## config.mk

```make
export PLATFORM = sky130hd
export DESIGN_NAME = bp_io_subsys
export DESIGN_NICKNAME = d
export VERILOG_FILES = /design/src/hdl/bp_mem_pkg.sv /design/src/hdl/bp_lce_cce_pkg.sv /design/src/hdl/bp_io_subsys.sv /design/src/hdl/bp_io_scratch.sv /design/src/hdl/bp_io_cce.sv /design/src/hdl/bp_two_fifo.sv
export SDC_FILE = /design/constraint.sdc
export NUM_CORES = 2
export LEC_CHECK = 0
export BUFFER_PORTS_ARGS = -buffer_cell sky130_fd_sc_hd__buf_2
export CORE_MARGIN = 8
export CORE_UTILIZATION = 35
export DETAILED_ROUTE_END_ITERATION = 8
export PLACE_DENSITY = 0.61
export SLEW_MARGIN = 10
export SYNTH_ARGS = -nofsm -noshare
export SYNTH_HDL_FRONTEND = slang
export SYNTH_SLANG_ARGS = --single-unit
```

## constraint.sdc

```tcl
create_clock -name clk_i -period 5.5 [get_ports clk_i]
set_input_delay 1.1 -clock clk_i [delete_from_list [all_inputs] [get_ports clk_i]]
set_output_delay 1.1 -clock clk_i [all_outputs]
set_load 0.005 [all_outputs]
```

## src/hdl/bp_mem_pkg.sv

```systemverilog
package bp_mem_pkg;

  // physical address and data word widths.
  localparam int paddr_width_gp = 16;
  localparam int data_width_gp  = 64;

  // requester id carried in the memory payload.
  localparam int mem_lce_id_width_gp = 2;

  // access size, 1 << size bytes.
  typedef enum logic [1:0]
  {
    e_size_1 = 2'b00,
    e_size_2 = 2'b01,
    e_size_4 = 2'b10,
    e_size_8 = 2'b11
  } size_e;

  typedef enum logic
  {
    e_mem_uc_rd = 1'b0,
    e_mem_uc_wr = 1'b1
  } mem_msg_type_e;

  // returned untouched by the device.
  typedef struct packed
  {
    logic [mem_lce_id_width_gp-1:0] lce_id;
    logic                           uncached;
  } mem_payload_s;

  // used for both memory commands and memory responses.
  typedef struct packed
  {
    mem_msg_type_e              msg_type;
    logic [paddr_width_gp-1:0]  addr;
    size_e                      size;
    mem_payload_s               payload;
    logic [data_width_gp-1:0]   data;
  } mem_msg_s;

endpackage
```

## src/hdl/bp_lce_cce_pkg.sv

```systemverilog
package bp_lce_cce_pkg;

  import bp_mem_pkg::*;

  // lce id width follows the memory payload so the two always agree.
  localparam int lce_id_width_gp = mem_lce_id_width_gp;
  localparam int cce_id_width_gp = 2;

  // uncached request kinds from an LCE.
  typedef enum logic
  {
    e_lce_req_uc_rd = 1'b0,
    e_lce_req_uc_wr = 1'b1
  } lce_req_type_e;

  typedef struct packed
  {
    lce_req_type_e              msg_type;
    logic [lce_id_width_gp-1:0] src_id;
    logic [paddr_width_gp-1:0]  addr;
    size_e                      size;
    logic [data_width_gp-1:0]   data;
  } lce_req_s;

  // commands sent back to an LCE.
  typedef enum logic
  {
    e_lce_cmd_uc_data    = 1'b0,
    e_lce_cmd_uc_st_done = 1'b1
  } lce_cmd_type_e;

  // src_id names the CCE on a store done, zero on a data return.
  typedef struct packed
  {
    lce_cmd_type_e              msg_type;
    logic [lce_id_width_gp-1:0] dst_id;
    logic [cce_id_width_gp-1:0] src_id;
    logic [paddr_width_gp-1:0]  addr;
    size_e                      size;
    logic [data_width_gp-1:0]   data;
  } lce_cmd_s;

endpackage

```

## src/hdl/bp_io_subsys.sv

```systemverilog
`timescale 1ns/1ns

module bp_io_subsys
  import bp_mem_pkg::*;
  import bp_lce_cce_pkg::*;
  #(parameter int mem_els_p = 16)
  (
    input  logic                       clk_i,
    input  logic                       reset_i,

    input  logic [cce_id_width_gp-1:0] cce_id_i,

    input  lce_req_s                   lce_req_i,
    input  logic                       lce_req_v_i,
    output logic                       lce_req_yumi_o,

    output lce_cmd_s                   lce_cmd_o,
    output logic                       lce_cmd_v_o,
    input  logic                       lce_cmd_ready_i
  );

  mem_msg_s mem_cmd;
  logic     mem_cmd_v;
  logic     mem_cmd_ready;

  mem_msg_s dev_cmd;
  logic     dev_cmd_v;
  logic     dev_cmd_ready;
  logic     dev_cmd_yumi;

  mem_msg_s mem_resp;
  logic     mem_resp_v;
  logic     mem_resp_yumi;

  lce_cmd_s lce_cmd;
  logic     lce_cmd_v;
  logic     lce_cmd_ready;
  logic     out_yumi;

  // queue heads leave on a valid and ready pair.
  assign dev_cmd_yumi = dev_cmd_v & dev_cmd_ready;
  assign out_yumi     = lce_cmd_v_o & lce_cmd_ready_i;

  bp_io_cce cce
  (
    .clk_i           (clk_i),
    .reset_i         (reset_i),
    .cce_id_i        (cce_id_i),
    .lce_req_i       (lce_req_i),
    .lce_req_v_i     (lce_req_v_i),
    .lce_req_yumi_o  (lce_req_yumi_o),
    .mem_cmd_o       (mem_cmd),
    .mem_cmd_v_o     (mem_cmd_v),
    .mem_cmd_ready_i (mem_cmd_ready),
    .mem_resp_i      (mem_resp),
    .mem_resp_v_i    (mem_resp_v),
    .mem_resp_yumi_o (mem_resp_yumi),
    .lce_cmd_o       (lce_cmd),
    .lce_cmd_v_o     (lce_cmd_v),
    .lce_cmd_ready_i (lce_cmd_ready)
  );

  bp_two_fifo #(.payload_t(mem_msg_s)) cmd_fifo
  (
    .clk_i   (clk_i),
    .reset_i (reset_i),
    .data_i  (mem_cmd),
    .v_i     (mem_cmd_v),
    .ready_o (mem_cmd_ready),
    .data_o  (dev_cmd),
    .v_o     (dev_cmd_v),
    .yumi_i  (dev_cmd_yumi)
  );

  bp_io_scratch #(.mem_els_p(mem_els_p)) scratch
  (
    .clk_i           (clk_i),
    .reset_i         (reset_i),
    .mem_cmd_i       (dev_cmd),
    .mem_cmd_v_i     (dev_cmd_v),
    .mem_cmd_ready_o (dev_cmd_ready),
    .mem_resp_o      (mem_resp),
    .mem_resp_v_o    (mem_resp_v),
    .mem_resp_yumi_i (mem_resp_yumi)
  );

  bp_two_fifo #(.payload_t(lce_cmd_s)) out_fifo
  (
    .clk_i   (clk_i),
    .reset_i (reset_i),
    .data_i  (lce_cmd),
    .v_i     (lce_cmd_v),
    .ready_o (lce_cmd_ready),
    .data_o  (lce_cmd_o),
    .v_o     (lce_cmd_v_o),
    .yumi_i  (out_yumi)
  );

endmodule

```

## src/hdl/bp_io_scratch.sv

```systemverilog
`timescale 1ns/1ns

module bp_io_scratch
  import bp_mem_pkg::*;
  #(parameter int mem_els_p = 16)
  (
    input  logic     clk_i,
    input  logic     reset_i,

    input  mem_msg_s mem_cmd_i,
    input  logic     mem_cmd_v_i,
    output logic     mem_cmd_ready_o,

    output mem_msg_s mem_resp_o,
    output logic     mem_resp_v_o,
    input  logic     mem_resp_yumi_i
  );

  localparam int idx_width_lp = $clog2(mem_els_p);
  localparam int bytes_lp     = data_width_gp / 8;

  logic [data_width_gp-1:0] mem_r [mem_els_p];

  mem_msg_s                 resp_r;
  logic                     resp_v_r;
  mem_msg_s                 resp_n;

  logic                     cmd_accept;
  logic [idx_width_lp-1:0]  word_idx;
  logic [2:0]               align_mask;
  logic [2:0]               byte_offset;
  logic [bytes_lp-1:0]      size_lanes;
  logic [bytes_lp-1:0]      lane_mask;
  logic [data_width_gp-1:0] size_bits;
  logic [data_width_gp-1:0] lane_bits;
  logic [data_width_gp-1:0] old_word;
  logic [data_width_gp-1:0] wr_shifted;
  logic [data_width_gp-1:0] wr_word;
  logic [data_width_gp-1:0] rd_data;

  // one response slot, refilled in the cycle it drains.
  assign mem_cmd_ready_o = ~resp_v_r | mem_resp_yumi_i;
  assign cmd_accept      = mem_cmd_v_i & mem_cmd_ready_o;

  assign mem_resp_o   = resp_r;
  assign mem_resp_v_o = resp_v_r;

  // word index wraps on the array size.
  assign word_idx = mem_cmd_i.addr[3 +: idx_width_lp];

  always_comb
  begin
    case (mem_cmd_i.size)
      e_size_1:
      begin
        size_lanes = 8'h01;
        align_mask = 3'b111;
      end
      e_size_2:
      begin
        size_lanes = 8'h03;
        align_mask = 3'b110;
      end
      e_size_4:
      begin
        size_lanes = 8'h0f;
        align_mask = 3'b100;
      end
      default:
      begin
        size_lanes = 8'hff;
        align_mask = 3'b000;
      end
    endcase
  end

  // offset rounded down to the access size.
  assign byte_offset = mem_cmd_i.addr[2:0] & align_mask;
  assign lane_mask   = size_lanes << byte_offset;

  always_comb
  begin
    for (int i = 0; i < bytes_lp; i++)
    begin
      size_bits[8*i +: 8] = {8{size_lanes[i]}};
      lane_bits[8*i +: 8] = {8{lane_mask[i]}};
    end
  end

  assign old_word   = mem_r[word_idx];
  assign wr_shifted = mem_cmd_i.data << {byte_offset, 3'b000};
  assign wr_word    = (old_word & ~lane_bits) | (wr_shifted & lane_bits);
  assign rd_data    = (old_word >> {byte_offset, 3'b000}) & size_bits;

  always_comb
  begin
    resp_n      = mem_cmd_i;
    resp_n.data = (mem_cmd_i.msg_type == e_mem_uc_rd) ? rd_data : '0;
  end

  always_ff @(posedge clk_i)
  begin
    if (reset_i)
      resp_v_r <= 1'b0;
    else if (cmd_accept)
      resp_v_r <= 1'b1;
    else if (mem_resp_yumi_i)
      resp_v_r <= 1'b0;
  end

  always_ff @(posedge clk_i)
  begin
    if (cmd_accept)
    begin
      resp_r <= resp_n;
      if (mem_cmd_i.msg_type == e_mem_uc_wr)
        mem_r[word_idx] <= wr_word;
    end
  end

endmodule

```

## src/hdl/bp_io_cce.sv

```systemverilog
`timescale 1ns/1ns

module bp_io_cce
  import bp_mem_pkg::*;
  import bp_lce_cce_pkg::*;
  (
    input  logic                       clk_i,
    input  logic                       reset_i,

    input  logic [cce_id_width_gp-1:0] cce_id_i,

    input  lce_req_s                   lce_req_i,
    input  logic                       lce_req_v_i,
    output logic                       lce_req_yumi_o,

    output mem_msg_s                   mem_cmd_o,
    output logic                       mem_cmd_v_o,
    input  logic                       mem_cmd_ready_i,

    input  mem_msg_s                   mem_resp_i,
    input  logic                       mem_resp_v_i,
    output logic                       mem_resp_yumi_o,

    output lce_cmd_s                   lce_cmd_o,
    output logic                       lce_cmd_v_o,
    input  logic                       lce_cmd_ready_i
  );

  logic req_wr_not_rd;
  logic resp_wr_not_rd;

  // request path, taken only when the command queue has room.
  assign lce_req_yumi_o = lce_req_v_i & mem_cmd_ready_i;
  assign mem_cmd_v_o    = lce_req_yumi_o;

  assign req_wr_not_rd = (lce_req_i.msg_type == e_lce_req_uc_wr);

  always_comb
  begin
    mem_cmd_o                  = '0;
    mem_cmd_o.msg_type         = req_wr_not_rd ? e_mem_uc_wr : e_mem_uc_rd;
    mem_cmd_o.addr             = lce_req_i.addr;
    mem_cmd_o.size             = lce_req_i.size;
    mem_cmd_o.payload.lce_id   = lce_req_i.src_id;
    mem_cmd_o.payload.uncached = 1'b1;
    mem_cmd_o.data             = lce_req_i.data;
  end

  // response path, same pairing toward the output queue.
  assign mem_resp_yumi_o = mem_resp_v_i & lce_cmd_ready_i;
  assign lce_cmd_v_o     = mem_resp_yumi_o;

  assign resp_wr_not_rd = (mem_resp_i.msg_type == e_mem_uc_wr);

  always_comb
  begin
    lce_cmd_o        = '0;
    lce_cmd_o.dst_id = mem_resp_i.payload.lce_id;
    lce_cmd_o.addr   = mem_resp_i.addr;
    if (resp_wr_not_rd)
    begin
      // store done carries no size or data.
      lce_cmd_o.msg_type = e_lce_cmd_uc_st_done;
      lce_cmd_o.src_id   = cce_id_i;
    end
    else
    begin
      lce_cmd_o.msg_type = e_lce_cmd_uc_data;
      lce_cmd_o.size     = mem_resp_i.size;
      lce_cmd_o.data     = mem_resp_i.data;
    end
  end

endmodule

```

## src/hdl/bp_two_fifo.sv

```systemverilog
`timescale 1ns/1ns

module bp_two_fifo
  #(parameter type payload_t = logic [7:0])
  (
    input  logic     clk_i,
    input  logic     reset_i,

    input  payload_t data_i,
    input  logic     v_i,
    output logic     ready_o,

    output payload_t data_o,
    output logic     v_o,
    input  logic     yumi_i
  );

  payload_t   mem_r [2];
  logic       rd_ptr_r;
  logic       wr_ptr_r;
  logic [1:0] count_r;

  logic       enq;
  logic       deq;

  // a full queue still takes a new item when the head leaves.
  assign ready_o = (count_r != 2'd2) | yumi_i;
  assign v_o     = (count_r != 2'd0);
  assign data_o  = mem_r[rd_ptr_r];

  assign enq = v_i & ready_o;
  assign deq = yumi_i;

  always_ff @(posedge clk_i)
  begin
    if (reset_i)
    begin
      rd_ptr_r <= 1'b0;
      wr_ptr_r <= 1'b0;
      count_r  <= 2'd0;
    end
    else
    begin
      if (enq)
        wr_ptr_r <= ~wr_ptr_r;
      if (deq)
        rd_ptr_r <= ~rd_ptr_r;
      if (enq & ~deq)
        count_r <= count_r + 2'd1;
      else if (deq & ~enq)
        count_r <= count_r - 2'd1;
    end
  end

  always_ff @(posedge clk_i)
  begin
    if (enq)
      mem_r[wr_ptr_r] <= data_i;
  end

endmodule

```

# After elaboration in Yosys (flattened, before gate mapping)
# Memories as Yosys holds them, arrays and structs flattened. A register that Yosys moved wholly into a read port is not among the register bits.
# Index checks and enable logic that the tools add are counted.
[classes]
n_addsub = 4
eq_ne = 4
n_shift = 3
n_mux = 23
bitwise = 28
reduce_logical = 6
[op_table]
columns = ["op", "count"]
rows = [
  ["bitwise AND 64 bit", 3],
  ["two-way mux 66 bit", 1],
  ["NOT 64 bit", 1],
  ["OR 64 bit", 1],
  ["left shift 64 x 6 -> 64 bit", 1],
  ["right shift 64 x 6 -> 64 bit", 1],
  ["case mux 8 bit (3 select lines)", 1],
  ["two-way mux 1 bit", 15],
  ["bitwise AND 1 bit", 10],
  ["two-way mux 2 bit", 5],
  ["nonzero test 2 bit", 5],
  ["NOT 1 bit", 9],
  ["case mux 3 bit (3 select lines)", 1],
  ["left shift 8 x 3 -> 8 bit", 1],
  ["adder 2 x 1 -> 2 bit, second input constant", 2],
  ["inequality test 2 bit, second input constant", 2],
  ["subtractor 2 x 1 -> 2 bit, second input constant", 2],
  ["bitwise AND 3 bit", 1],
  ["OR 1 bit", 3],
  ["== test 2 x 1 -> 1 bit, second input constant", 1],
  ["== test 2 bit, second input constant", 1],
  ["zero test 2 bit", 1],
]
[word_totals]
reg_bits = 94
mem_bits_rw = 1368
inputBits = 91
out_inout_bits = 89
memories = 3
[mem_list]
columns = ["memory", "words", "word_bits", "rd", "rd_clocked_by_memory_dff", "write_ports", "line", "text"]
rows = [
  ["scratch.mem_r", 16, 64, 1, 0, 1, "bp_io_scratch.sv:22", "logic [data_width_gp-1:0] mem_r [mem_els_p];"],
  ["out_fifo.mem_r", 2, 87, 1, 1, 1, "bp_two_fifo.sv:18", "payload_t mem_r [2];"],
  ["cmd_fifo.mem_r", 2, 85, 1, 1, 1, "bp_two_fifo.sv:18", ""],
]

# Logic depth before layout (Yosys ltp)
[depth]
depth_word = 13
depth_mapped = 12

# Hierarchy
# Synthesis repeated with hierarchy kept, for this count alone.
[hier_totals]
hier_cells = 3239
area_unflattened_um2 = 60187.7
[by_module_without_submodules]
columns = ["module", "instances", "cells_each", "area_each_um2"]
rows = [
  ["bp_io_scratch", 1, 2463, 45642.5],
  ["bp_two_fifo (out_fifo)", 1, 296, 6632.6],
  ["bp_two_fifo (cmd_fifo)", 1, 293, 6605.1],
  ["bp_io_cce", 1, 185, 1295.0],
  ["bp_io_subsys", 1, 2, 12.5],
]

# Worst setup path after synthesis
# OpenSTA, ideal clock, no wires.
[synth_path]
kind = "input -> register"
start = "in lce_cmd_ready_i"
end = "mem out_fifo.mem_r[0][0] (netlist name) (enable)"
setup_ns = 0.544
t_arrival_ns = 5.251
required_time_ns = 4.956
path_slack_ns = -0.294
cell_stages = 3
path_buffers = 0
path_cell_list = "nor3b_1 > nor2b_1 > nor2b_1"
[synth_via]
elab_chain_cells = 6
[synth_lines]
columns = ["item", "line", "text"]
rows = [
  ["from (decl)", "bp_io_subsys.sv:19", "input logic lce_cmd_ready_i"],
  ["bitwise AND 1 bit *", "bp_io_subsys.sv:42", "assign out_yumi = lce_cmd_v_o & lce_cmd_ready_i;"],
  ["OR 1 bit *", "bp_two_fifo.sv:27", "assign ready_o = (count_r != 2'd2) | yumi_i;"],
  ["bitwise AND 1 bit", "bp_io_cce.sv:50", "assign mem_resp_yumi_o = mem_resp_v_i & lce_cmd_ready_i;"],
  ["bitwise AND 1 bit *", "bp_two_fifo.sv:31", "assign enq = v_i & ready_o;"],
  ["two-way mux 1 bit *", "bp_two_fifo.sv:57", "if (enq)"],
  ["two-way mux 1 bit (implied by the code) *", "bp_two_fifo.sv:58", "mem_r[wr_ptr_r] <= data_i;"],
  ["to (decl)", "bp_two_fifo.sv:18", ""],
]
# Mark *: on every way between the ends. The rest lies on a longest branch, timed or not.

==> metrics.csv <==
metric,value,unit
Top delay family on crit path,multiplexers,
hold slack,443,ps
FP Rows,152,
Hold WC Path Type,reg -> reg,
ys flop type,edfxtp_1,
CTS tree,yes,
instance area at placement,0.0646,sq mm
die area,0.185,sq mm
Final Util,40.6,%
# hold bufs at CTS,0,
synth warn,0,
grt ovf,0,
post-synthesis sequential area ratio,72.9,%
Worst-Skew Late Latency,800,ps
post-route ant nets,0,
post-synth cell types,60,
DRC viols,0,
area fraction of the dominant cell type after synthesis,72.5,%
CTS HTree Levels,4,
Final Hold Viols,0,
leakage power,22.7,nW
synth-to-layout area growth,15.7,%
die width,431,microns
register bit total from synthesis,1464,
number of global-route vias before repair,34425,
RSZ-0062 raised after global routing,false,
wire length per cell,28.7,microns
dpl ws,853,ps
Worst EP required,5990,ps
Core Footprint,0.171,sq mm
crit end category,flop,
Critical Path AT,5140,ps
routed vias/inst,5.67,
largest net degree at the start of global routing,86,
actual slew at the worst max-slew pin,1240,ps
drt pass-1 iters,6,
Crit-path slowest cell,edfxtp_1,
headroom to the max-slew limit,17.7,%
dpl hpwl,110000,microns
Syn Area/Cell,17.1,sq um
kind of critical path,reg -> reg,
setup slack after layout,854,ps
final instance area,0.0696,sq mm
placed cells,5860,
post-cts sizing count,0,
CTS root buf,clkbuf_16,
"Power, Total",37.8,mW
max cap viols,0,
synth cell count leaders,"1,453 x edfxtp_1, 235 x o21a_1, 232 x nand2_1",
Initial Utilization,35.1,%
antenna violations before repair,16,
PortBufs,179,
Final Non-Filler Cells,6144,
NumNets Final,3874,
Mapped Cells,3520,
Worst-path clk slew,60,ps
status,completed,
Period minus WS final,4650,ps
Post-synth EDFFs,1453,
Die Span Y,431,microns
Synth area leaders,"edfxtp_1 73%, mux4_2 7.5%, o21a_1 2.9%, mux2_2 2.9%, nand2_1 1.4%",
IO Pins,180,
crit share post-route,84.5,%
Crit path largest cell delay,770,ps
Pwr Density,543,mW/mm^2
Num CTS Buffers,152,
final setup fails,0,
most numerous cell in the Yosys netlist,edfxtp_1,
Clock Skews,44.5,ps
clock sink count,1464,
setup_tns,0,ps
setup bufs post-CTS,0,
crit path launch type,flop,
Slew Limit Fails,0,
Mapped Nets,3613,
worst path cell trace,mux2i_1 > inv_8 > buf_4 > mux4_2 > nand2_1 > nand4_1 > mux2_2 > a22oi_1 > o21ai_0,
worst-path maximum fanout,56,
CP Buf/Inv Count,2,
RePlAce Congestion,0.960,
GRT Util Overall,18.3,%
initial detailed-routing violation count,4418,
ys async rst share,0,%
DRT Wirelength,177000,microns
VDD IR max,0.000379,V
Synth area leader,edfxtp_1,
first-pass GRT wire length,251000,microns
Max Fclk,215,MHz
Max clock buf depth,3,
Synth Cell Area,0.0601,sq mm
fraction of final layout cells with drive strength greater than 1,25.1,%
vias,34830,
[sequential cells by signal, indices dropped and copies added (netlist names), named ones only]
register	flops
out_fifo.rd_ptr_r	1
cmd_fifo.rd_ptr_r	1
scratch.mem_resp_o	85
cmd_fifo.wr_ptr_r	1
scratch.mem_r	1024
out_fifo.count_r	2
cmd_fifo.mem_r	170
cmd_fifo.count_r	2
scratch.mem_resp_v_o	1
out_fifo.wr_ptr_r	1
out_fifo.mem_r	174
[logic make-up (layout without fill, tap and decap cells)]
logic type | after synthesis | in the layout | synth area share, %
flops | 1464 | 1464 | 72.9
mux | 439 | 439 | 11.8
compound gates | 616 | 616 | 7.61
simple gates | 666 | 666 | 5.34
xor+xnor | 8 | 8 | 0.116
fa+ha+maj | 2 | 2 | 0.0416
other cells | 0 | 6 | 0
buf+inv | 325 | 710 | 2.19
[worst reg2reg max path, cell delays in order, from the launching register on]
cell and delay (ps):
edfxtp_1 770, mux2i_1 350, inv_8 420, buf_4 580, mux4_2 410, nand2_1 90, nand4_1 630, mux2_2 550
a22oi_1 330, o21ai_0 210
[cell type report]
type	instances	area, sq um
inverters	91	359
clock buffers	186	4020
diodes	6	15.0
multi-input cells	1731	15200
flip-flops and latches	1464	43900
well taps	2233	2790
repair buffers	341	2400
fillers	15315	102000
clock inverters	92	880
[layer usage]
layer	vias to the layer above	GRT usage (%)	wire length [microns]
met5	-	0	28
met4	6	7.56	7100
met3	340	4.04	16100
met2	1863	29.2	83100
met1	18045	24.4	70200
li1	14576	-	-
[power by group]
part           internal (mW)  switching [mW]
registers               15.6           0.371
clock network           5.81            4.35
logic                   3.59            8.08
total                   25.0            12.8
[worst paths after layout]
| check | cells past startpoint | end | slack (ps) | start |
|---|---|---|---|---|
| max | 9 | scratch.mem_resp_o[9] | 850 | cmd_fifo.mem_r[1][72] |
| min | 0 | out_fifo.mem_r[0][69] | 440 | scratch.mem_resp_o[72] |
| max reg2reg | 9 | scratch.mem_resp_o[9] | 850 | cmd_fifo.mem_r[1][72] |
| min reg2reg | 0 | out_fifo.mem_r[0][69] | 440 | scratch.mem_resp_o[72] |
[cells in the final DEF, fill, tap and decap left out, drive strengths merged, types with 5 or more instances in the layout]
cell type  count
a2111oi        6
a211o          7
a211oi         7
a21oi         75
a221oi        10
a22oi         19
a31oi          7
a32oi          5
and2           9
buf          341
bufinv        12
clkbuf       186
clkinv        67
clkinvlp       5
dfxtp         11
diode          6
edfxtp      1453
inv           99
mux2         156
mux2i         84
mux4         199
nand2        232
nand2b        82
nand3         18
nand4         61
nor2         142
nor2b         83
nor3          18
nor3b          5
o21a         235
o21ai         34
o22ai         31
o311a          6
o32ai         79
o41ai         76
or2            5
xor2           6
Note: power is estimated with default switching activity, not from simulation.
